===== config.mk =====
export PLATFORM = sky130hd
export DESIGN_NAME = ing_desc_queue
export DESIGN_NICKNAME = d
export VERILOG_FILES = /design/src/verilog/ing_pkg.sv /design/src/verilog/ing_desc_queue.sv
export SDC_FILE = /design/constraint.sdc
export NUM_CORES = 1
export LEC_CHECK = 0
export BUFFER_PORTS_ARGS = -buffer_cell sky130_fd_sc_hd__buf_4
export CAP_MARGIN = 10
export CORE_MARGIN = 4
export CORE_UTILIZATION = 35
export DETAILED_ROUTE_END_ITERATION = 7
export GPL_TIMING_DRIVEN = 0
export SLEW_MARGIN = 20
export SYNTH_ARGS = -nofsm -noshare
export SYNTH_HDL_FRONTEND = slang
export SYNTH_SLANG_ARGS = --single-unit

===== constraint.sdc =====
create_clock -name ing_bus -period 5.3 [get_ports ing_bus]
set_input_delay 0 -clock ing_bus [delete_from_list [all_inputs] [get_ports ing_bus]]
set_output_delay 0 -clock ing_bus [all_outputs]
set_load 0.05 [all_outputs]

===== src/verilog/ing_pkg.sv =====
// Shared ingress word geometry and keep-mask helpers
// Keep masks are assumed contiguous from bit 0
package ing_pkg;

    localparam int DATA_BYTES = 8;
    localparam int DATA_W     = DATA_BYTES * 8;
    localparam int MTU_BYTES  = 1500;
    localparam int LEN_W      = $clog2(MTU_BYTES + 1);
    localparam int BYTE_SEL_W = $clog2(DATA_BYTES);

    // Number of valid bytes in a word, bit 0 is always counted
    function automatic logic [BYTE_SEL_W:0] keep_to_bytes(input logic [DATA_BYTES-1:0] keep);
        logic [BYTE_SEL_W:0] n;
        n = (BYTE_SEL_W + 1)'(DATA_BYTES);
        for (int i = DATA_BYTES - 1; i >= 1; i--) begin
            if (!keep[i]) begin
                n = (BYTE_SEL_W + 1)'(i);
            end
        end
        return n;
    endfunction

    // Last-word mask from a byte length, a zero remainder means a full word
    function automatic logic [DATA_BYTES-1:0] bytes_to_keep(input logic [LEN_W-1:0] len);
        logic [DATA_BYTES-1:0] keep;
        keep = '1;
        if (len[BYTE_SEL_W-1:0] != '0) begin
            keep = ~({DATA_BYTES{1'b1}} << len[BYTE_SEL_W-1:0]);
        end
        return keep;
    endfunction

endpackage


===== src/verilog/ing_desc_queue.sv =====
// Descriptor FIFO for one port, sized so it cannot overflow
// Pushing into a full queue or popping an empty one is not guarded
`timescale 1ns/10ps

module ing_desc_queue #(
    parameter int DEPTH = 8,
    parameter int PTR_W = 6
) (
    input  logic                      ing_bus,
    input  logic                      rst,
    input  logic                      push,
    input  logic [PTR_W-1:0]          push_last_ptr,
    input  logic [ing_pkg::LEN_W-1:0] push_len,
    input  logic                      pop,
    output logic                      not_empty,
    output logic [PTR_W-1:0]          head_last_ptr,
    output logic [ing_pkg::LEN_W-1:0] head_len
);

    localparam int IDX_W = (DEPTH > 1) ? $clog2(DEPTH) : 1;
    localparam int CNT_W = $clog2(DEPTH + 1);

    // Small enough for distributed memory
    logic [PTR_W-1:0]          last_mem [DEPTH];
    logic [ing_pkg::LEN_W-1:0] len_mem  [DEPTH];

    logic [IDX_W-1:0] wr_idx;
    logic [IDX_W-1:0] rd_idx;
    logic [CNT_W-1:0] count;

    always_ff @(posedge ing_bus) begin
        if (push) begin
            last_mem[wr_idx] <= push_last_ptr;
            len_mem[wr_idx]  <= push_len;
        end
    end

    always_ff @(posedge ing_bus) begin
        if (rst) begin
            wr_idx <= '0;
            rd_idx <= '0;
            count  <= '0;
        end else begin
            if (push) begin
                wr_idx <= (wr_idx == IDX_W'(DEPTH - 1)) ? '0 : wr_idx + 1'b1;
            end
            if (pop) begin
                rd_idx <= (rd_idx == IDX_W'(DEPTH - 1)) ? '0 : rd_idx + 1'b1;
            end
            count <= count + CNT_W'(push) - CNT_W'(pop);
        end
    end

    assign not_empty     = (count != '0);
    assign head_last_ptr = last_mem[rd_idx];
    assign head_len      = len_mem[rd_idx];

endmodule


==> results.yml <==
cells_and_area:
  n_antenna_cell: 0
  nets: 382
  layout.cells.non_filler: 580
  final_util_pct: 44.8
  layout-drive-gt1-share_pct: 30.5
  design_area_um2: 7220
  synthToLayoutAreaGrowth_pct: 23.7
timing:
  max_slew.worst_pin.slew_ps: 738
  fmax_mhz: 396
  rsz0062_at_grt: "false"
  min_period_over_period_pct: 47.6
  setup_viol_count_final: 0
  finalHoldViolCount: 0
  tns_ps: 0
  layout_setup_ws_ps: 2780
  fin_crit_ps: 2520
  max-slew-margin-rel_pct: 50.8
  skew_ps: 7.95
  maxSlewViolCount: 0
logic_synthesis:
  synth_common_cells: "136 x edfxtp_1, 24 x mux4_1, 17 x mux2_2, 13 x dfxtp_1, 11 x nor2_1"
  synth_area_leaders: "edfxtp_1 70%, mux4_1 11%, dfxtp_1 4.5%"
  synth_top_area_share_pct: 69.9
  syn-num-nets: 299
  postSynthAreaPerCell_um2: 21.8
  yosysTopAreaCell: "edfxtp_1"
  ys_async_sr_fraction_pct: 0
  synth_area_um2: 5840
  synth.ff_latch_count: 149
  synthMostInstantiatedCell: "edfxtp_1"
  synth_cells: 268
  yosysWarnings: 0
  synth_edf_count: 136
  ys.flop_type: "edfxtp_1"
  synth_cell_types: 25
  yosysSeqAreaShare_pct: 74.4
cts:
  clockRootBuffer: "clkbuf_16"
  cts_setup_buffers: 0
  cts_resized: 0
  clkTransAtPathRegs_ps: 50
  cts_sinks: 149
  cts_max_level: 4
  numCtsBuffers: 17
  cts_max_path_buffers: 2
  insertion_delay_ps: 410
  cts_tree: "yes"
routing:
  drc: 0
  drt-initial-drc-count: 237
  drt_first_pass_iters: 4
  vias: 2780
  totalWireLength_um: 10800
  wire_per_inst_um: 18.6
  ant_nets: 0
  viasPerCell: 4.79
placed_design:
  dp.cells: 529
  place_congestion: 0.688
  dpl.hpwl_um: 6950
  portBuffers: 38
  place_ws_ps: 3150
  placed_area_um2: 6520
min_path:
  hold_class: "input pin to register"
grt:
  grt_start_max_net_pins: 18
  grt_pass1_wl_um: 17000
  overflow: 0
  first_global_vias: 3007
  antenna_found_initial: 0
  grt_use_total_pct: 12.6
critical_path:
  arrival_ps: 2520
  cp.required_ps: 5300
  crit_fanout: 10
  crit_path_end_kind: "output port"
  critPathTopFamily: "buffers and inverters"
  path_class: "register to output port"
  worstPathBufferInverterCount: 3
  slowest_stage: "clkbuf_1"
  startpoint_type: "register"
  crit_top_cell: "clkbuf_1"
  critPathMaxStageDelay_ps: 610
  cp_cell_sequence: "clkbuf_1 -> clkbuf_1 -> mux4_2 -> mux2_2 -> buf_4"
power_and_ir_drop:
  p_per_area_nw_per_um2: 371
  peakVddDrop_v: 0.000237
  leakagePower_uw: 0.00245
floorplan:
  die_h_um: 137
  dieArea_um2: 18800
  start_util_pct: 36.3
  ioPinCount: 39
  core_um2: 16100
  die_w_um: 137
  num_rows: 46
run:
  cap_violations: 0
run_status:
  status: "finished, final reports clean"
==> flip-flops by register name, summed over array words and instances, names as in the netlist, named ones only <==
signal    count
count         4
last_mem     48
len_mem      88
rd_idx        3
wr_idx        3
==> timing repair <==
| action | 4_1_cts | 5_1_grt |
|---|---|---|
| endpoints found under the hold margin | 145 | 0 |
| setup endpoints to repair | 0 | 0 |
| hold buffers | 19 | 0 |
==> worst min-delay path, stage by stage <==
cell	delay [ps]
buf_4	80
nand2b_1	90
a21oi_1	40
a31o_2	200
==> per-layer routing <==
metal	GRT usage, %	up-vias	share of wire (%)
met5	0	-	0
met4	3.88	0	0.77
met3	4.27	6	4.6
met2	20.2	56	50
met1	16.4	1442	45
li1	-	1276	-
==> path summary, 6_finish.rpt <==
check	to	start	slack (ps)	cells past startpoint
setup reg to reg	len_mem[3][1]	wr_idx[1]	3590	3
hold / removal	count[3]	rst	40	4
setup / recovery	head_len[3]	register	2780	5
hold reg to reg	rd_idx[1]	rd_idx[1]	490	2
==> where the power goes <==
group	leakage [µW]	internal, µW	switching [µW]	total [µW]
Clock	0.000259	630	418	1050
Combinational	0.000849	130	180	310
Sequential	0.00134	1320	9.09	1330
Total	0.00245	2080	607	2680
==> per-stage QoR <==
step / hold slack, ps / total power (µW)
after detailed placement: 237 / 1650
after global routing: 50.7 / 2800
after CTS: 21.2 / 2720
after floorplan: 98.9 / 1560
final: 43.7 / 2680
after global placement: 231 / 1640
==> layout by cell type, fill, tap and decap left out, types with 5 or more instances in the layout <==
| cell type | synthesis | layout |
|---|---|---|
| clkinv_2 | 0 | 5 |
| ha_1 | 9 | 9 |
| clkbuf_16 | 0 | 17 |
| buf_6 | 4 | 5 |
| mux4_2 | 10 | 10 |
| edfxtp_1 | 136 | 136 |
| a21oi_1 | 5 | 5 |
| mux4_1 | 24 | 24 |
| buf_4 | 0 | 41 |
| nand2b_1 | 6 | 6 |
| mux2_2 | 17 | 17 |
| dlygate4sd3_1 | 0 | 19 |
| nor2_1 | 11 | 5 |
| dfxtp_1 | 13 | 13 |
| clkbuf_1 | 5 | 11 |
| inv_1 | 7 | 7 |
==> cell families (layout without fill, tap and decap cells) <==
family / count (synthesis) / after routing / share of synthesized area, %
xor+xnor: 1 / 1 / 0.150
buf+inv: 18 / 114 / 1.69
fa+ha+maj: 10 / 10 / 2.27
mux: 53 / 53 / 18.3
flops: 149 / 149 / 74.4
simple gates: 30 / 30 / 2.59
compound gates: 7 / 7 / 0.664
==> area by class of cell <==
| type | count | area, µm² |
|---|---|---|
| repair buffers | 64 | 554 |
| clock inverters | 6 | 28.8 |
| fillers | 1439 | 8890 |
| well taps | 216 | 270 |
| flip-flops and latches | 149 | 4340 |
| multi-input cells | 101 | 1440 |
| plain buffers | 11 | 72.6 |
| clock buffers | 26 | 489 |
| inverters | 7 | 26.3 |
Note: power is estimated with default switching activity, not from simulation.
