**config.mk**
```make
export PLATFORM = sky130hd
export DESIGN_NAME = ing_buf_writer
export DESIGN_NICKNAME = d
export VERILOG_FILES = /design/src/verilog/ing_pkg.sv /design/src/verilog/ing_buf_writer.sv
export SDC_FILE = /design/constraint.sdc
export NUM_CORES = 1
export LEC_CHECK = 0
export BUFFER_PORTS_ARGS = -buffer_cell sky130_fd_sc_hd__buf_2
export CAP_MARGIN = 20
export CORE_AREA = 4 4 161 163
export CTS_BUF_LIST = sky130_fd_sc_hd__clkbuf_4 sky130_fd_sc_hd__clkbuf_8
export DETAILED_ROUTE_END_ITERATION = 8
export DIE_AREA = 0 0 165 167
export GPL_TIMING_DRIVEN = 0
export PLACE_DENSITY = 0.7
export SKIP_CTS_REPAIR_TIMING = 1
export SLEW_MARGIN = 20
export SYNTH_ARGS = -nofsm -noshare
export SYNTH_HDL_FRONTEND = slang
export SYNTH_SLANG_ARGS = --single-unit
```
**constraint.sdc**
```tcl
create_clock -name ing_bus -period 3.45 [get_ports ing_bus]
set_clock_uncertainty 0.15 [all_clocks]
set_input_delay 0.69 -clock ing_bus [delete_from_list [all_inputs] [get_ports ing_bus]]
set_output_delay 0.69 -clock ing_bus [all_outputs]
set_load 0.1 [all_outputs]
```
**src/verilog/ing_pkg.sv**
```systemverilog
// Shared ingress word geometry and keep-mask helpers
// Keep masks are assumed contiguous from bit 0
package ing_pkg;

    localparam int DATA_BYTES = 8;
    localparam int DATA_W     = DATA_BYTES * 8;
    localparam int MTU_BYTES  = 1500;
    localparam int LEN_W      = $clog2(MTU_BYTES + 1);
    localparam int BYTE_SEL_W = $clog2(DATA_BYTES);

    // Number of valid bytes in a word, bit 0 is always counted
    function automatic logic [BYTE_SEL_W:0] keep_to_bytes(input logic [DATA_BYTES-1:0] keep);
        logic [BYTE_SEL_W:0] n;
        n = (BYTE_SEL_W + 1)'(DATA_BYTES);
        for (int i = DATA_BYTES - 1; i >= 1; i--) begin
            if (!keep[i]) begin
                n = (BYTE_SEL_W + 1)'(i);
            end
        end
        return n;
    endfunction

    // Last-word mask from a byte length, a zero remainder means a full word
    function automatic logic [DATA_BYTES-1:0] bytes_to_keep(input logic [LEN_W-1:0] len);
        logic [DATA_BYTES-1:0] keep;
        keep = '1;
        if (len[BYTE_SEL_W-1:0] != '0) begin
            keep = ~({DATA_BYTES{1'b1}} << len[BYTE_SEL_W-1:0]);
        end
        return keep;
    endfunction

endpackage

```
**src/verilog/ing_buf_writer.sv**
```systemverilog
// Needs NUM_PORTS >= 2 so one port never owns two adjacent slots
// A partition holds DEPTH_PER_PORT-1 words, one slot stays free to tell full from empty
`timescale 1ns/10ps

module ing_buf_writer #(
    parameter int NUM_PORTS      = 4,
    parameter int DEPTH_PER_PORT = 64
) (
    input  logic                                        ing_bus,
    input  logic                                        rst,
    input  logic [NUM_PORTS-1:0]                        port_valid,
    input  logic [NUM_PORTS*ing_pkg::DATA_W-1:0]        port_data,
    input  logic [NUM_PORTS*ing_pkg::DATA_BYTES-1:0]    port_keep,
    input  logic [NUM_PORTS-1:0]                        port_last,
    output logic [NUM_PORTS-1:0]                        port_ready,
    input  logic [NUM_PORTS*$clog2(DEPTH_PER_PORT)-1:0] rd_ptr,
    output logic                                        wr_en,
    output logic [$clog2(NUM_PORTS*DEPTH_PER_PORT)-1:0] wr_addr,
    output logic [ing_pkg::DATA_W-1:0]                  wr_data,
    output logic [NUM_PORTS-1:0]                        push,
    output logic [$clog2(DEPTH_PER_PORT)-1:0]           push_last_ptr,
    output logic [ing_pkg::LEN_W-1:0]                   push_len,
    output logic [NUM_PORTS-1:0]                        overflow
);

    localparam int PORT_W = $clog2(NUM_PORTS);
    localparam int PTR_W  = $clog2(DEPTH_PER_PORT);
    localparam int WCNT_W = ing_pkg::LEN_W - ing_pkg::BYTE_SEL_W;

    // sel[0] owns the current slot, sel[1] and sel[2] follow the pipeline
    logic [PORT_W-1:0] sel [3];
    logic [PORT_W-1:0] sel_nxt;
    logic              accept;

    logic [WCNT_W-1:0] wcnt    [NUM_PORTS];
    logic [PTR_W-1:0]  wr_ptr  [NUM_PORTS];
    logic [PTR_W-1:0]  cmt_ptr [NUM_PORTS];
    logic [NUM_PORTS-1:0] drop;

    logic                          s0_valid;
    logic                          s0_last;
    logic                          s0_full;
    logic [ing_pkg::DATA_W-1:0]    s0_data;
    logic [ing_pkg::BYTE_SEL_W:0]  s0_bytes;
    logic [WCNT_W-1:0]             s0_wcnt;

    logic                 push_en;
    logic                 ovf_en;
    logic [PTR_W-1:0]     s2_ptr;
    logic [NUM_PORTS-1:0] slot2_hot;

    ////////////////////
    // Slot rotation

    assign sel_nxt = (sel[0] == PORT_W'(NUM_PORTS - 1)) ? '0 : sel[0] + 1'b1;
    assign accept  = port_valid[sel[0]] & port_ready[sel[0]];

    always_ff @(posedge ing_bus) begin
        if (rst) begin
            sel        <= '{default: '0};
            port_ready <= '0;
        end else begin
            sel[0]     <= sel_nxt;
            sel[1]     <= sel[0];
            sel[2]     <= sel[1];
            port_ready <= NUM_PORTS'(1) << sel_nxt;
        end
    end

    ////////////////////
    // Stage 0, latch the accepted word

    always_ff @(posedge ing_bus) begin
        if (rst) begin
            s0_valid <= 1'b0;
            wcnt     <= '{default: '0};
        end else begin
            s0_valid <= accept;
            if (accept) begin
                wcnt[sel[0]] <= port_last[sel[0]] ? '0 : wcnt[sel[0]] + 1'b1;
            end
        end
    end

    always_ff @(posedge ing_bus) begin
        s0_last  <= port_last[sel[0]];
        s0_data  <= port_data[sel[0]*ing_pkg::DATA_W +: ing_pkg::DATA_W];
        s0_bytes <= ing_pkg::keep_to_bytes(
                        port_keep[sel[0]*ing_pkg::DATA_BYTES +: ing_pkg::DATA_BYTES]);
        s0_wcnt  <= wcnt[sel[0]];
        // Writing here would make the write pointer catch up with the reader
        s0_full  <= (wr_ptr[sel[0]] + 1'b1) == rd_ptr[sel[0]*PTR_W +: PTR_W];
    end

    ////////////////////
    // Stage 1, drop or commit

    always_ff @(posedge ing_bus) begin
        if (rst) begin
            wr_en   <= 1'b0;
            push_en <= 1'b0;
            ovf_en  <= 1'b0;
            drop    <= '0;
            wr_ptr  <= '{default: '0};
            cmt_ptr <= '{default: '0};
        end else begin
            wr_en   <= 1'b0;
            push_en <= 1'b0;
            ovf_en  <= 1'b0;
            if (s0_valid) begin
                if (s0_full || drop[sel[1]]) begin
                    // Discard the rest of the packet and roll back to the last commit
                    drop[sel[1]]   <= ~s0_last;
                    wr_ptr[sel[1]] <= cmt_ptr[sel[1]];
                    ovf_en         <= s0_last;
                end else begin
                    wr_en          <= 1'b1;
                    wr_ptr[sel[1]] <= wr_ptr[sel[1]] + 1'b1;
                    if (s0_last) begin
                        push_en         <= 1'b1;
                        cmt_ptr[sel[1]] <= wr_ptr[sel[1]] + 1'b1;
                    end
                end
            end
        end
    end

    always_ff @(posedge ing_bus) begin
        s2_ptr   <= wr_ptr[sel[1]];
        wr_data  <= s0_data;
        push_len <= {s0_wcnt, {ing_pkg::BYTE_SEL_W{1'b0}}} + ing_pkg::LEN_W'(s0_bytes);
    end

    ////////////////////
    // Stage 2, memory write and descriptor push

    assign slot2_hot     = NUM_PORTS'(1) << sel[2];
    assign wr_addr       = {sel[2], s2_ptr};
    assign push_last_ptr = s2_ptr;
    assign push          = slot2_hot & {NUM_PORTS{push_en}};
    assign overflow      = slot2_hot & {NUM_PORTS{ovf_en}};

endmodule

```
==> reports/qor.csv <==
metric;value;unit
status;finished, final reports clean;
Leak;0.00567;µW
sequential fraction of the synthesis area;51.8;%
dominant synthesized flop cell;dfxtp_1;
Sink Count;257;
Die Span X;165;µm
die height;167;µm
Ports;424;
Fill cells;2163;
global-route wire length before repair;50100;µm
part of the power in the clock network;33.1;%
pre-CTS WS;0.112;ns
GRT overflow;0;
syn nets;1083;
number of antenna violations at the first check in global routing;8;
core region area;24300;µm²
f_max;341;MHz
Max Buffers Root-to-Sink;3;
drt pass-1 iters;5;
Int Pwr;5470;µW
DP HPWL;28600;µm
YS warnings;0;
Slew headroom;50.0;%
ratio of cells with drive above 1 in the final layout;50.3;%
Non-Filler Instances;1564;
GRT Util Overall;24.6;%
Final setup viols;0;
largest net degree at the start of global routing;11;
pwr dens;627;nW/µm²
Syn Std Cell Area;9930;µm²
number of global-route vias before repair;7982;
CP arrival;3.20;ns
placer congestion estimate;0.966;
WL final;34900;µm
total power;8350;µW
EDFF count, synth;0;
CP endpoint kind;flop;
Final TNS setup;0;ns
synthesized flop and latch total;257;
maximum net fanout on the critical path;10;
via count;8044;
DR WL/cell;22.3;µm
clk_lat worst skew;0.52;ns
residual DRC count;0;
final setup margin;0.519;ns
total die area;27600;µm²
Worst Path Required;3.72;ns
synthesized area per cell;13.2;µm²
max-cap violations;0;
Flop pwr share;40.9;%
Layout Area Growth over Synthesis;34.0;%
H-tree levels;2;
CTS tree;built;
Slew @ Worst Pin;0.751;ns
TritonCTS buffer count;41;
crit start category;flop;
Net Switching;2880;µW
# nets final;1543;
cell count after synthesis;752;
Clock Tree Root;clkbuf_8;
Vias/cell;5.14;
Final Hold Viols;0;
PortBufs;418;
Worst VDD drop;0.351;mV
Starting Density;40.8;%
Inst Count DP;1494;
Synth cell types;43;
Clock transition at path regs;0.06;ns
Comb pwr share;26.0;%
crit path time final;2.93;ns
worst hold path class;reg -> reg;
critical path class;reg -> reg;
final period utilization;84.9;%
unrepaired setup endpoints after global routing;false;
hold_ws;0.172;ns
# rows;57;
ys async rst share;0;%
final antenna-violating net count;0;
Sw Ratio;34.5;%
Max Slew Vio Count;0;
initial DRC count;544;
-- critical path: stages, from the launching register on --
cell	delay (ns)
dfxtp_1	0.49
buf_4	0.31
buf_4	0.30
mux4_2	0.65
nor2_1	0.52
nand2_1	0.22
o32ai_1	0.18
-- synth_stat cells, drive strengths merged, types with 2 or more instances --
master  instances  share of area, %
xor2           16               1.4
a311oi          4              0.35
mux4          105                24
xnor2          12               1.1
nor2b           3              0.19
mux2i          20               2.0
a21oi          17              0.86
a31oi           2              0.13
nor3            7              0.47
and2            5              0.32
a211oi         33               2.7
and3b           2              0.18
clkbuf         29               1.1
o32ai          12               1.1
and4            2              0.20
and3            6              0.38
nor4            3              0.49
dfxtp         257                52
a21o            4              0.30
o21ai          18              0.91
nor3b          10              0.76
nand4           3              0.19
nand3          18              0.91
nand2b          4              0.25
nor2           65               2.5
inv            23              0.87
buf            28               1.9
ha              9               1.1
nand2          30               1.1
-- area by class of cell --
class / count / area, µm² / area share (%)
clock buffer: 57 / 716 / 5.38
antenna: 3 / 7.51 / 0.0564
buffer: 56 / 298 / 2.24
timing repair buffer: 418 / 2090 / 15.7
sequential: 257 / 5140 / 38.7
tap: 324 / 405 / 3.05
clock inverter: 11 / 155 / 1.17
inverter: 23 / 86.3 / 0.649
multi-input combinational: 415 / 4400 / 33.1
-- placed cells by master, fill, tap and decap left out, types with 5 or more instances in the layout --
cell type and instances:
buf_2 427, dfxtp_1 257, mux4_2 102, nor2_1 65, clkbuf_8 46, nand2_1 30
a211oi_1 29, clkbuf_1 28, inv_1 23, mux2i_1 20, nand3_1 18, o21ai_0 18
a21oi_1 17, xor2_1 16, buf_4 14, xnor2_1 12, o32ai_1 12, clkbuf_4 11
nor3b_1 10, ha_1 9, clkinv_2 7, and3_1 6, nor3_1 6, and2_1 5
-- flip-flops by register name (all words and copies together) (netlist names), 2 cells and up --
| register | flops |
|---|---|
| s0_data | 64 |
| wr_data | 64 |
| wcnt | 32 |
| cmt_ptr | 24 |
| wr_ptr | 24 |
| push_len | 11 |
| s0_wcnt | 8 |
| push_last_ptr | 6 |
| drop | 4 |
| port_ready | 4 |
| s0_bytes | 4 |
| sel | 4 |
| wr_addr | 2 |
-- final timing paths --
check / start / to / slack [ns] / cells after the start
worst max-delay path: sel[4] / wcnt[15] / 0.52 / 6
worst max register to register: sel[4] / wcnt[15] / 0.52 / 6
worst min-delay path: s0_data[62] / wr_data[62] / 0.17 / 0
worst min register to register: s0_data[62] / wr_data[62] / 0.17 / 0
-- per-stage QoR --
step,util (%),cell area (µm²)
after CTS,54.7,13300
after global routing,54.7,13300
after detailed placement,51.1,12400
after floorplan,-,9930
final,54.7,13300
after global placement,51.1,12400
-- per-layer routing --
layer  track usage (%)  routed length [µm]  vias up
li1                  -                   -     3711
met1              34.0               14700     3909
met2              39.3               16500      373
met3              6.03                3030       45
met4              5.46                 607        6
met5                 0                  35        -
-- logic make-up (layout without fill, tap and decap cells) --
group,after synthesis,count (layout),share of synthesized area (%)
adders and majority gates,9,9,1.13
and+or+nand+nor,162,162,8.35
AOI/OAI and AO/OA,91,91,6.38
other,0,3,0
buffers and inverters,80,565,3.91
DFF,257,257,51.8
xor gates and xnor gates,28,28,2.47
muxes,125,125,25.9
-- power groups by stage --
stage / registers [µW] / clock network, µW / logic (µW)
3_3_place_gp: 3470 / 0 / 2170
5_1_grt: 3440 / 2970 / 2250
2_1_floorplan: 4480 / 0 / 568
4_1_cts: 3410 / 2820 / 2180
6_report: 3410 / 2770 / 2170
3_5_place_dp: 3470 / 0 / 2180
No activity file was read; power rests on OpenSTA's default activity.
