[config.mk]
export PLATFORM = sky130hd
export DESIGN_NAME = ing_buf_reader
export DESIGN_NICKNAME = d
export VERILOG_FILES = /design/src/verilog/ing_pkg.sv /design/src/verilog/ing_buf_reader.sv
export SDC_FILE = /design/constraint.sdc
export NUM_CORES = 1
export LEC_CHECK = 0
export BUFFER_PORTS_ARGS = -buffer_cell sky130_fd_sc_hd__buf_2
export CORE_MARGIN = 4
export CORE_UTILIZATION = 46
export CTS_CLUSTER_SIZE = 10
export DETAILED_ROUTE_END_ITERATION = 10
export PLACE_DENSITY = 0.79
export SLEW_MARGIN = 20
export SYNTH_ARGS = -nofsm -noshare
export SYNTH_HDL_FRONTEND = slang
export SYNTH_SLANG_ARGS = --single-unit
[constraint.sdc]
create_clock -name ing_bus -period 7.77 [get_ports ing_bus]
set_input_delay 1.554 -clock ing_bus [delete_from_list [all_inputs] [get_ports ing_bus]]
set_output_delay 1.554 -clock ing_bus [all_outputs]
set_load 0.02 [all_outputs]
[src/verilog/ing_pkg.sv]
// Shared ingress word geometry and keep-mask helpers
// Keep masks are assumed contiguous from bit 0
package ing_pkg;

    localparam int DATA_BYTES = 8;
    localparam int DATA_W     = DATA_BYTES * 8;
    localparam int MTU_BYTES  = 1500;
    localparam int LEN_W      = $clog2(MTU_BYTES + 1);
    localparam int BYTE_SEL_W = $clog2(DATA_BYTES);

    // Number of valid bytes in a word, bit 0 is always counted
    function automatic logic [BYTE_SEL_W:0] keep_to_bytes(input logic [DATA_BYTES-1:0] keep);
        logic [BYTE_SEL_W:0] n;
        n = (BYTE_SEL_W + 1)'(DATA_BYTES);
        for (int i = DATA_BYTES - 1; i >= 1; i--) begin
            if (!keep[i]) begin
                n = (BYTE_SEL_W + 1)'(i);
            end
        end
        return n;
    endfunction

    // Last-word mask from a byte length, a zero remainder means a full word
    function automatic logic [DATA_BYTES-1:0] bytes_to_keep(input logic [LEN_W-1:0] len);
        logic [DATA_BYTES-1:0] keep;
        keep = '1;
        if (len[BYTE_SEL_W-1:0] != '0) begin
            keep = ~({DATA_BYTES{1'b1}} << len[BYTE_SEL_W-1:0]);
        end
        return keep;
    endfunction

endpackage

[src/verilog/ing_buf_reader.sv]
// Sends one whole packet at a time, polling one queue per cycle
// Up to two words are in flight, rd_data must hold while rd_en is low
`timescale 1ns/10ps

module ing_buf_reader #(
    parameter int NUM_PORTS      = 4,
    parameter int DEPTH_PER_PORT = 64
) (
    input  logic                                        ing_bus,
    input  logic                                        rst,
    input  logic [NUM_PORTS-1:0]                        not_empty,
    input  logic [NUM_PORTS*$clog2(DEPTH_PER_PORT)-1:0] head_last_ptr,
    input  logic [NUM_PORTS*ing_pkg::LEN_W-1:0]         head_len,
    output logic [NUM_PORTS-1:0]                        pop,
    output logic [NUM_PORTS*$clog2(DEPTH_PER_PORT)-1:0] rd_ptr,
    output logic                                        rd_en,
    output logic [$clog2(NUM_PORTS*DEPTH_PER_PORT)-1:0] rd_addr,
    input  logic [ing_pkg::DATA_W-1:0]                  rd_data,
    output logic                                        bus_valid,
    output logic [ing_pkg::DATA_W-1:0]                  bus_data,
    output logic [ing_pkg::DATA_BYTES-1:0]              bus_keep,
    output logic                                        bus_last,
    input  logic                                        bus_ready,
    output logic [$clog2(NUM_PORTS)-1:0]                bus_port,
    output logic [ing_pkg::LEN_W-1:0]                   bus_len
);

    localparam int PORT_W = $clog2(NUM_PORTS);
    localparam int PTR_W  = $clog2(DEPTH_PER_PORT);

    typedef enum logic {POLL, READ} rd_state_t;

    rd_state_t         state;
    logic [PORT_W-1:0] sel;
    logic [PORT_W-1:0] sel_nxt;
    logic [PTR_W-1:0]  ptr_q [NUM_PORTS];
    logic [PTR_W-1:0]  cur_ptr;

    // Descriptor of the packet being read
    logic [PTR_W-1:0]          cur_last_ptr;
    logic [ing_pkg::LEN_W-1:0] cur_len;

    logic issue;
    logic issue_last;
    logic s0_adv;
    logic s1_adv;

    logic                      s0_valid;
    logic                      s0_last;
    logic [PORT_W-1:0]         s0_port;
    logic [ing_pkg::LEN_W-1:0] s0_len;

    assign sel_nxt    = (sel == PORT_W'(NUM_PORTS - 1)) ? '0 : sel + 1'b1;
    assign cur_ptr    = ptr_q[sel];
    assign s1_adv     = bus_ready | ~bus_valid;
    assign s0_adv     = s1_adv | ~s0_valid;
    assign issue      = (state == READ) & s0_adv;
    assign issue_last = issue & (cur_ptr == cur_last_ptr);

    assign rd_en   = issue;
    assign rd_addr = {sel, cur_ptr};
    assign pop     = (NUM_PORTS'(1) << sel) & {NUM_PORTS{issue_last}};

    always_comb begin
        for (int i = 0; i < NUM_PORTS; i++) begin
            rd_ptr[i*PTR_W +: PTR_W] = ptr_q[i];
        end
    end

    ////////////////////
    // Poll and read FSM

    always_ff @(posedge ing_bus) begin
        if (rst) begin
            state <= POLL;
            sel   <= '0;
            ptr_q <= '{default: '0};
        end else begin
            case (state)
                POLL: begin
                    if (not_empty[sel]) begin
                        state <= READ;
                    end else begin
                        sel <= sel_nxt;
                    end
                end
                READ: begin
                    if (issue) begin
                        ptr_q[sel] <= cur_ptr + 1'b1;
                    end
                    // Last address issued, move on to the next port
                    if (issue_last) begin
                        state <= POLL;
                        sel   <= sel_nxt;
                    end
                end
                default: state <= POLL;
            endcase
        end
    end

    always_ff @(posedge ing_bus) begin
        if (state == POLL && not_empty[sel]) begin
            cur_last_ptr <= head_last_ptr[sel*PTR_W +: PTR_W];
            cur_len      <= head_len[sel*ing_pkg::LEN_W +: ing_pkg::LEN_W];
        end
    end

    ////////////////////
    // Output pipeline

    always_ff @(posedge ing_bus) begin
        if (rst) begin
            s0_valid  <= 1'b0;
            s0_last   <= 1'b0;
            bus_valid <= 1'b0;
            bus_last  <= 1'b0;
        end else begin
            if (s0_adv) begin
                s0_valid <= issue;
                s0_last  <= issue_last;
            end
            if (s1_adv) begin
                bus_valid <= s0_valid;
                bus_last  <= s0_last;
            end
        end
    end

    always_ff @(posedge ing_bus) begin
        if (s0_adv) begin
            s0_port <= sel;
            s0_len  <= cur_len;
        end
        // rd_data lines up with stage 0
        if (s1_adv && s0_valid) begin
            bus_data <= rd_data;
            bus_keep <= s0_last ? ing_pkg::bytes_to_keep(s0_len) : '1;
            bus_port <= s0_port;
            bus_len  <= s0_len;
        end
    end

endmodule

==> results of run 1 <==
==> power groups by stage <==
stage	Sequential, W	Clock [W]	Combinational (W)
floorplan	0.00110	0	0.000258
global placement	0.00107	0	0.000433
detailed placement	0.00107	0	0.000441
CTS	0.00106	0.000804	0.000443
global route	0.00107	0.000840	0.000472
finish	0.00105	0.000785	0.000439
==> cell usage after synthesis (3+ instances only) <==
| library cell | n |
|---|---|
| ha_1 | 5 |
| mux4_2 | 24 |
| a211oi_1 | 12 |
| xnor2_1 | 7 |
| buf_2 | 3 |
| nand3_1 | 5 |
| nand2_1 | 17 |
| dfxtp_1 | 31 |
| clkbuf_1 | 7 |
| edfxtp_1 | 115 |
| nor2_1 | 33 |
| inv_1 | 4 |
| a21oi_1 | 5 |
| and2_1 | 5 |
| and3_1 | 5 |
| nor3_1 | 10 |
==> cell type report <==
type | count | area, um2
Antenna cell | 1 | 2.50
Clock inverter | 13 | 144
Fill cell | 829 | 4020
Sequential cell | 146 | 4080
Clock buffer | 18 | 429
Multi-Input combinational cell | 150 | 1320
Timing Repair Buffer | 264 | 1330
Tap cell | 143 | 179
Inverter | 4 | 15.0
==> stage by stage <==
stage | instance area (um2) | power (W) | setup slack, ps | hold slack (ps) | util, %
5_1_grt | 7490 | 0.00238 | 2500 | 423 | 65.1
3_5_place_dp | 6920 | 0.00151 | 2740 | 405 | 60.1
3_3_place_gp | 6920 | 0.00150 | 2850 | 404 | 60.1
2_1_floorplan | 5460 | 0.00136 | 1820 | 400 | -
6_report | 7490 | 0.00228 | 2770 | 416 | 65.1
4_1_cts | 7490 | 0.00230 | 2730 | 418 | 65.0
==> worst max-delay path by stage <==
stage | start | endpoint | slack [ps] | cells past startpoint
global route | bus_ready | pop[2] | 2500 | 7
global placement | bus_ready | pop[2] | 2850 | 7
finish | bus_ready | pop[2] | 2770 | 7
floorplan | bus_ready | bus_data[0] | 1820 | 2
detailed placement | bus_ready | pop[2] | 2740 | 7
CTS | bus_ready | pop[2] | 2730 | 7
==> metal layers <==
metal	GRT usage [%]	vias up
li1	-	1741
met1	22.4	1740
met2	33.6	234
met3	5.96	16
met4	7.95	0
met5	0	-
==> sequential cells by signal, indices dropped and copies added, names as in the netlist, 6 cells and up <==
signal / count
cur_len: 11
bus_len: 11
s0_len: 11
bus_keep: 8
cur_last_ptr: 6
bus_data: 64
rd_ptr: 24
==> logic make-up (layout without fill, tap and decap cells) <==
family,after synthesis,count (layout)
other cells,1,2
flops,146,146
simple gates,85,85
mux,27,27
buf+inv,17,299
xor+xnor,11,11
fa+ha+maj,5,5
compound gates,21,21
==> qor.yml, run 1 <==
run_status:
  outcome: "completed"
global_routing:
  grt.overflow.total: 0
  grt_pass1_vias: 3769
  grt_max_degree: 86
  grt_antenna_before_repair: 1
  grt_pass1_wl_um: 19400
  grtUsageTotal_pct: 19.4
detailed_routing:
  vias: 3731
  highest_layer: "met4"
  wl_per_cell_um: 18.1
  detail_route.vias_per_cell: 5.05
  drt_first_iter_violations: 247
  drc_errors: 0
  wl_met2_um: 6930
  wirelength_um: 13300
  drtPass1Iterations: 4
  dr_wl_met3_um: 1380
  routedLengthMet1_um: 4800
  drtAntennaViolNets: 0
timing:
  fin_crit_sh_pct: 64.3
  slew_viol_final: 0
  tns_ps: 0
  fin_crit_ps: 5000
  fmax_ghz: 0.200
  rsz0062_at_grt: "no"
  setup_viol_count_final: 0
  finalClockSkew_ps: 6.05
  max_slew.worst_pin.slew_ps: 1050
  hold_violations: 0
  relSlewSlack_pct: 30.0
final_layout:
  area_delta_synth_final_pct: 37.2
  fin_cells: 739
  layout_common_cells: "262 x buf_2, 115 x edfxtp_1, 33 x nor2_1"
  layout.cells.most_common: "buf_2"
  drive_gt1_share_pct: 54.8
  fin_nets: 727
critical_path:
  cp-start-kind: "primary input"
  end_kind: "output pin"
  crit_fanout: 19
  reg2reg_to: "sel[0]"
  crit_path_top_delay_cell: "nand2_1"
  reg2regPathDepth: 5
  cp.required_ps: 6220
  cp_cell_sequence: "buf_2, nor2b_1, nand2_1, nand2_1, nor3_1, and2_1, buf_2"
  reg2reg_from: "sel[0]"
  ff2ff_setup_slack_ps: 4950
  path_class: "in2out"
  cp_top_family: "simple AND/OR/NAND/NOR gates"
  critPathBufInv: 2
  critPathMaxStageDelay_ps: 540
  cp.arrival_ps: 3440
placement:
  port_buffers: 262
  dp.cells: 707
  gp_congestion: 0.851
  hpwl_um: 10300
die:
  row_count: 39
  die_h_um: 117
  fp.dieW_um: 117
  ios: 263
  die-area_um2: 13700
  start_util_pct: 47.4
  core_area_um2: 11500
clocking:
  clkSlewWorstSetupHoldPaths_ps: 60
  hold_buffers: 0
  clkSinkCount: 146
  cts.htree.levels: 4
  post_cts_buffers: 0
  ctsRootBufferMaster: "clkbuf_16"
  cts_resized: 0
  insertion_delay_ps: 410
  cts_buffers: 17
  clock_path_buffers: 2
  cts_tree: "done"
flow_run:
  drv_cap: 0
power_and_ir_drop:
  p_leak_nw: 3.08
  swShare_pct: 26.9
  p_per_area_nw_per_um2: 304
  switchingPower_w: 0.000613
  clkPwrFrac_pct: 34.5
  combPwrFrac_pct: 19.3
  p_int_w: 0.00166
  seq_power_share_pct: 46.3
  vdd.ir_drop.worst_mv: 0.143
hold_path:
  hold_class: "reg2reg"
  min_path_cells: 0
  hold_start: "s0_port[0]"
  holdPathEnd: "bus_port[0]"
synth:
  synth.net_count: 457
  muxShareOfSynthArea_pct: 10.5
  synth_flop_cell: "edfxtp_1"
  yosysUniqueCellTypes: 33
  synthArstFlopShare_pct: 0
  synthXorXnorAreaFrac_pct: 2.04
  synth_top_family_by_area: "multiplexers"
  syn_area_um2: 5460
  synth_top_area_share_pct: 63.2
  yosys_warnings: 0
  ys_seq_area_share_pct: 74.6
  synth-simple-area-share_pct: 7.24
  ys_seq_elements: 146
  synth-edff-count: 115
  avgSynthCellArea_um2: 17.5
  synth_adder_area_share_pct: 1.15
  synth_area_leaders: "edfxtp_1 63%, dfxtp_1 11%, mux4_2 9.9%"
  synthCells: 313
  synth_compound_area_share_pct: 3.02
  yosys.area.top_type: "edfxtp_1"
No activity file was read; power rests on OpenSTA's default activity.
==> run 2: changes to the inputs <==
==> constraint.sdc (replaced) <==
create_clock -name ing_bus -period 4.6 [get_ports ing_bus]
set_input_delay 0.92 -clock ing_bus [delete_from_list [all_inputs] [get_ports ing_bus]]
set_output_delay 0.92 -clock ing_bus [all_outputs]
set_load 0.02 [all_outputs]
==> run 2 against run 1 <==
Die area did not move; wire length fell by 0.95%; register-to-register slack worse by 2800 ps; sequential share of layout area decreased by 0.054 points; setup slack worse by 2100 ps; worst hold slack is essentially flat; critical path depth is the same; non-clock buffer count rose by 1; count of clock-buffer cells in the layout increased by 1; utilization rose by 0.065 points; sequential cell count unchanged; power rose by 69%; critical endpoint is now pop[3].
==> qor.yml, run 2 (synthesis gave the netlist of run 1 again) <==
clocking:
  post_cts_buffers: 0
  cts_tree: "done"
  ctsRootBufferMaster: "clkbuf_16"
  insertion_delay_ps: 410
  clkSlewWorstSetupHoldPaths_ps: 60
  cts_resized: 0
  hold_buffers: 0
  clock_path_buffers: 2
  cts_buffers: 17
  clkSinkCount: 146
  cts.htree.levels: 4
timing:
  fmax_ghz: 0.254
  finalClockSkew_ps: 6.34
  fin_crit_sh_pct: 85.6
  setup_viol_count_final: 0
  relSlewSlack_pct: 30.5
  rsz0062_at_grt: "no"
  max_slew.worst_pin.slew_ps: 1040
  slew_viol_final: 0
  hold_violations: 0
  fin_crit_ps: 3940
  tns_ps: 0
placement:
  port_buffers: 262
  gp_congestion: 0.884
  dp.cells: 708
  hpwl_um: 10200
  place_area_um2: 6920
die:
  die-area_um2: 13700
  fp.dieW_um: 117
  ios: 263
  start_util_pct: 47.4
  row_count: 39
  core_area_um2: 11500
  die_h_um: 117
detailed_routing:
  drtPass1Iterations: 5
  wirelength_um: 13200
  detail_route.vias_per_cell: 5.03
  drtAntennaViolNets: 0
  wl_per_cell_um: 17.9
  drc_errors: 0
  drt_first_iter_violations: 219
  vias: 3719
global_routing:
  grt_antenna_before_repair: 0
  grtUsageTotal_pct: 18.9
  grt_pass1_wl_um: 18900
  grt_pass1_vias: 3779
  grt_max_degree: 86
  grt.overflow.total: 0
power_and_ir_drop:
  vdd.ir_drop.worst_mv: 0.263
  p_per_area_nw_per_um2: 513
  finalPower_w: 0.00385
  p_leak_nw: 3.08
final_layout:
  fin_nets: 728
  layout_common_cells: "262 x buf_2, 115 x edfxtp_1, 33 x nor2_1"
  final_util_pct: 65.1
  drive_gt1_share_pct: 54.4
  largest_register_ff_count: 64
  fin_cells: 740
  area_delta_synth_final_pct: 37.3
  layout.cells.most_common: "buf_2"
  finalInstanceArea_um2: 7500
  insertedDiodeCount: 0
  top_register: "bus_data"
critical_path:
  end_kind: "output pin"
  crit_fanout: 21
  cp_top_family: "simple AND/OR/NAND/NOR gates"
  critPathMaxStageDelay_ps: 600
  critPathBufInv: 2
  cp.arrival_ps: 3020
  cp_cell_sequence: "buf_4, mux4_2, xnor2_2, nand4_2, nor3_1, and2_1, buf_2"
  cp.required_ps: 3680
  cp-start-kind: "register"
  crit_path_top_delay_cell: "dfxtp_1"
  path_class: "reg2out"
hold_path:
  hold_class: "reg2reg"
run_status:
  outcome: "completed"
flow_run:
  drv_cap: 0
-- run 2: changes by cell type in the layout (fill, tap and decap cells not counted), sizes merged --
cell / change
diode: -1
clkinvlp: +2
clkbuf: +1
clkinv: -2
buf: +1
-- run 2: metal layers --
layer,share of wire [%],track usage [%],vias to the layer above
li1,-,-,1735
met1,36,20.3,1760
met2,52,33.8,205
met3,11,7.30,19
met4,1.7,7.42,0
met5,0,0,-
-- run 2: path summary, 6_finish.rpt --
| check | from | to | slack (ps) | cells after the start |
|---|---|---|---|---|
| max | sel[1] | pop[3] | 660 | 7 |
| min | cur_len[0] | s0_len[0] | 420 | 0 |
| max reg2reg | sel[1] | s0_last | 2120 | 6 |
| min reg2reg | cur_len[0] | s0_len[0] | 420 | 0 |
-- run 2: where the power goes --
group          total [W]  internal [W]  switching (W)  leakage [nW]
Clock            0.00133      0.000841       0.000488         0.273
Sequential       0.00176       0.00166       0.000101          1.32
Combinational   0.000765      0.000321       0.000444          1.49
-- run 2: layout make-up --
type | count | area (um2)
clock buffers | 19 | 433
clock inverters | 13 | 143
fillers | 836 | 4020
inverters | 4 | 15.0
multi-input cells | 150 | 1320
flip-flops and latches | 146 | 4080
well taps | 143 | 179
repair buffers | 265 | 1330
-- run 2: through the flow --
stage,setup slack (ps),hold slack [ps]
3_3_place_gp,927,404
4_1_cts,648,418
2_1_floorplan,938,400
6_report,662,416
5_1_grt,457,423
3_5_place_dp,840,405
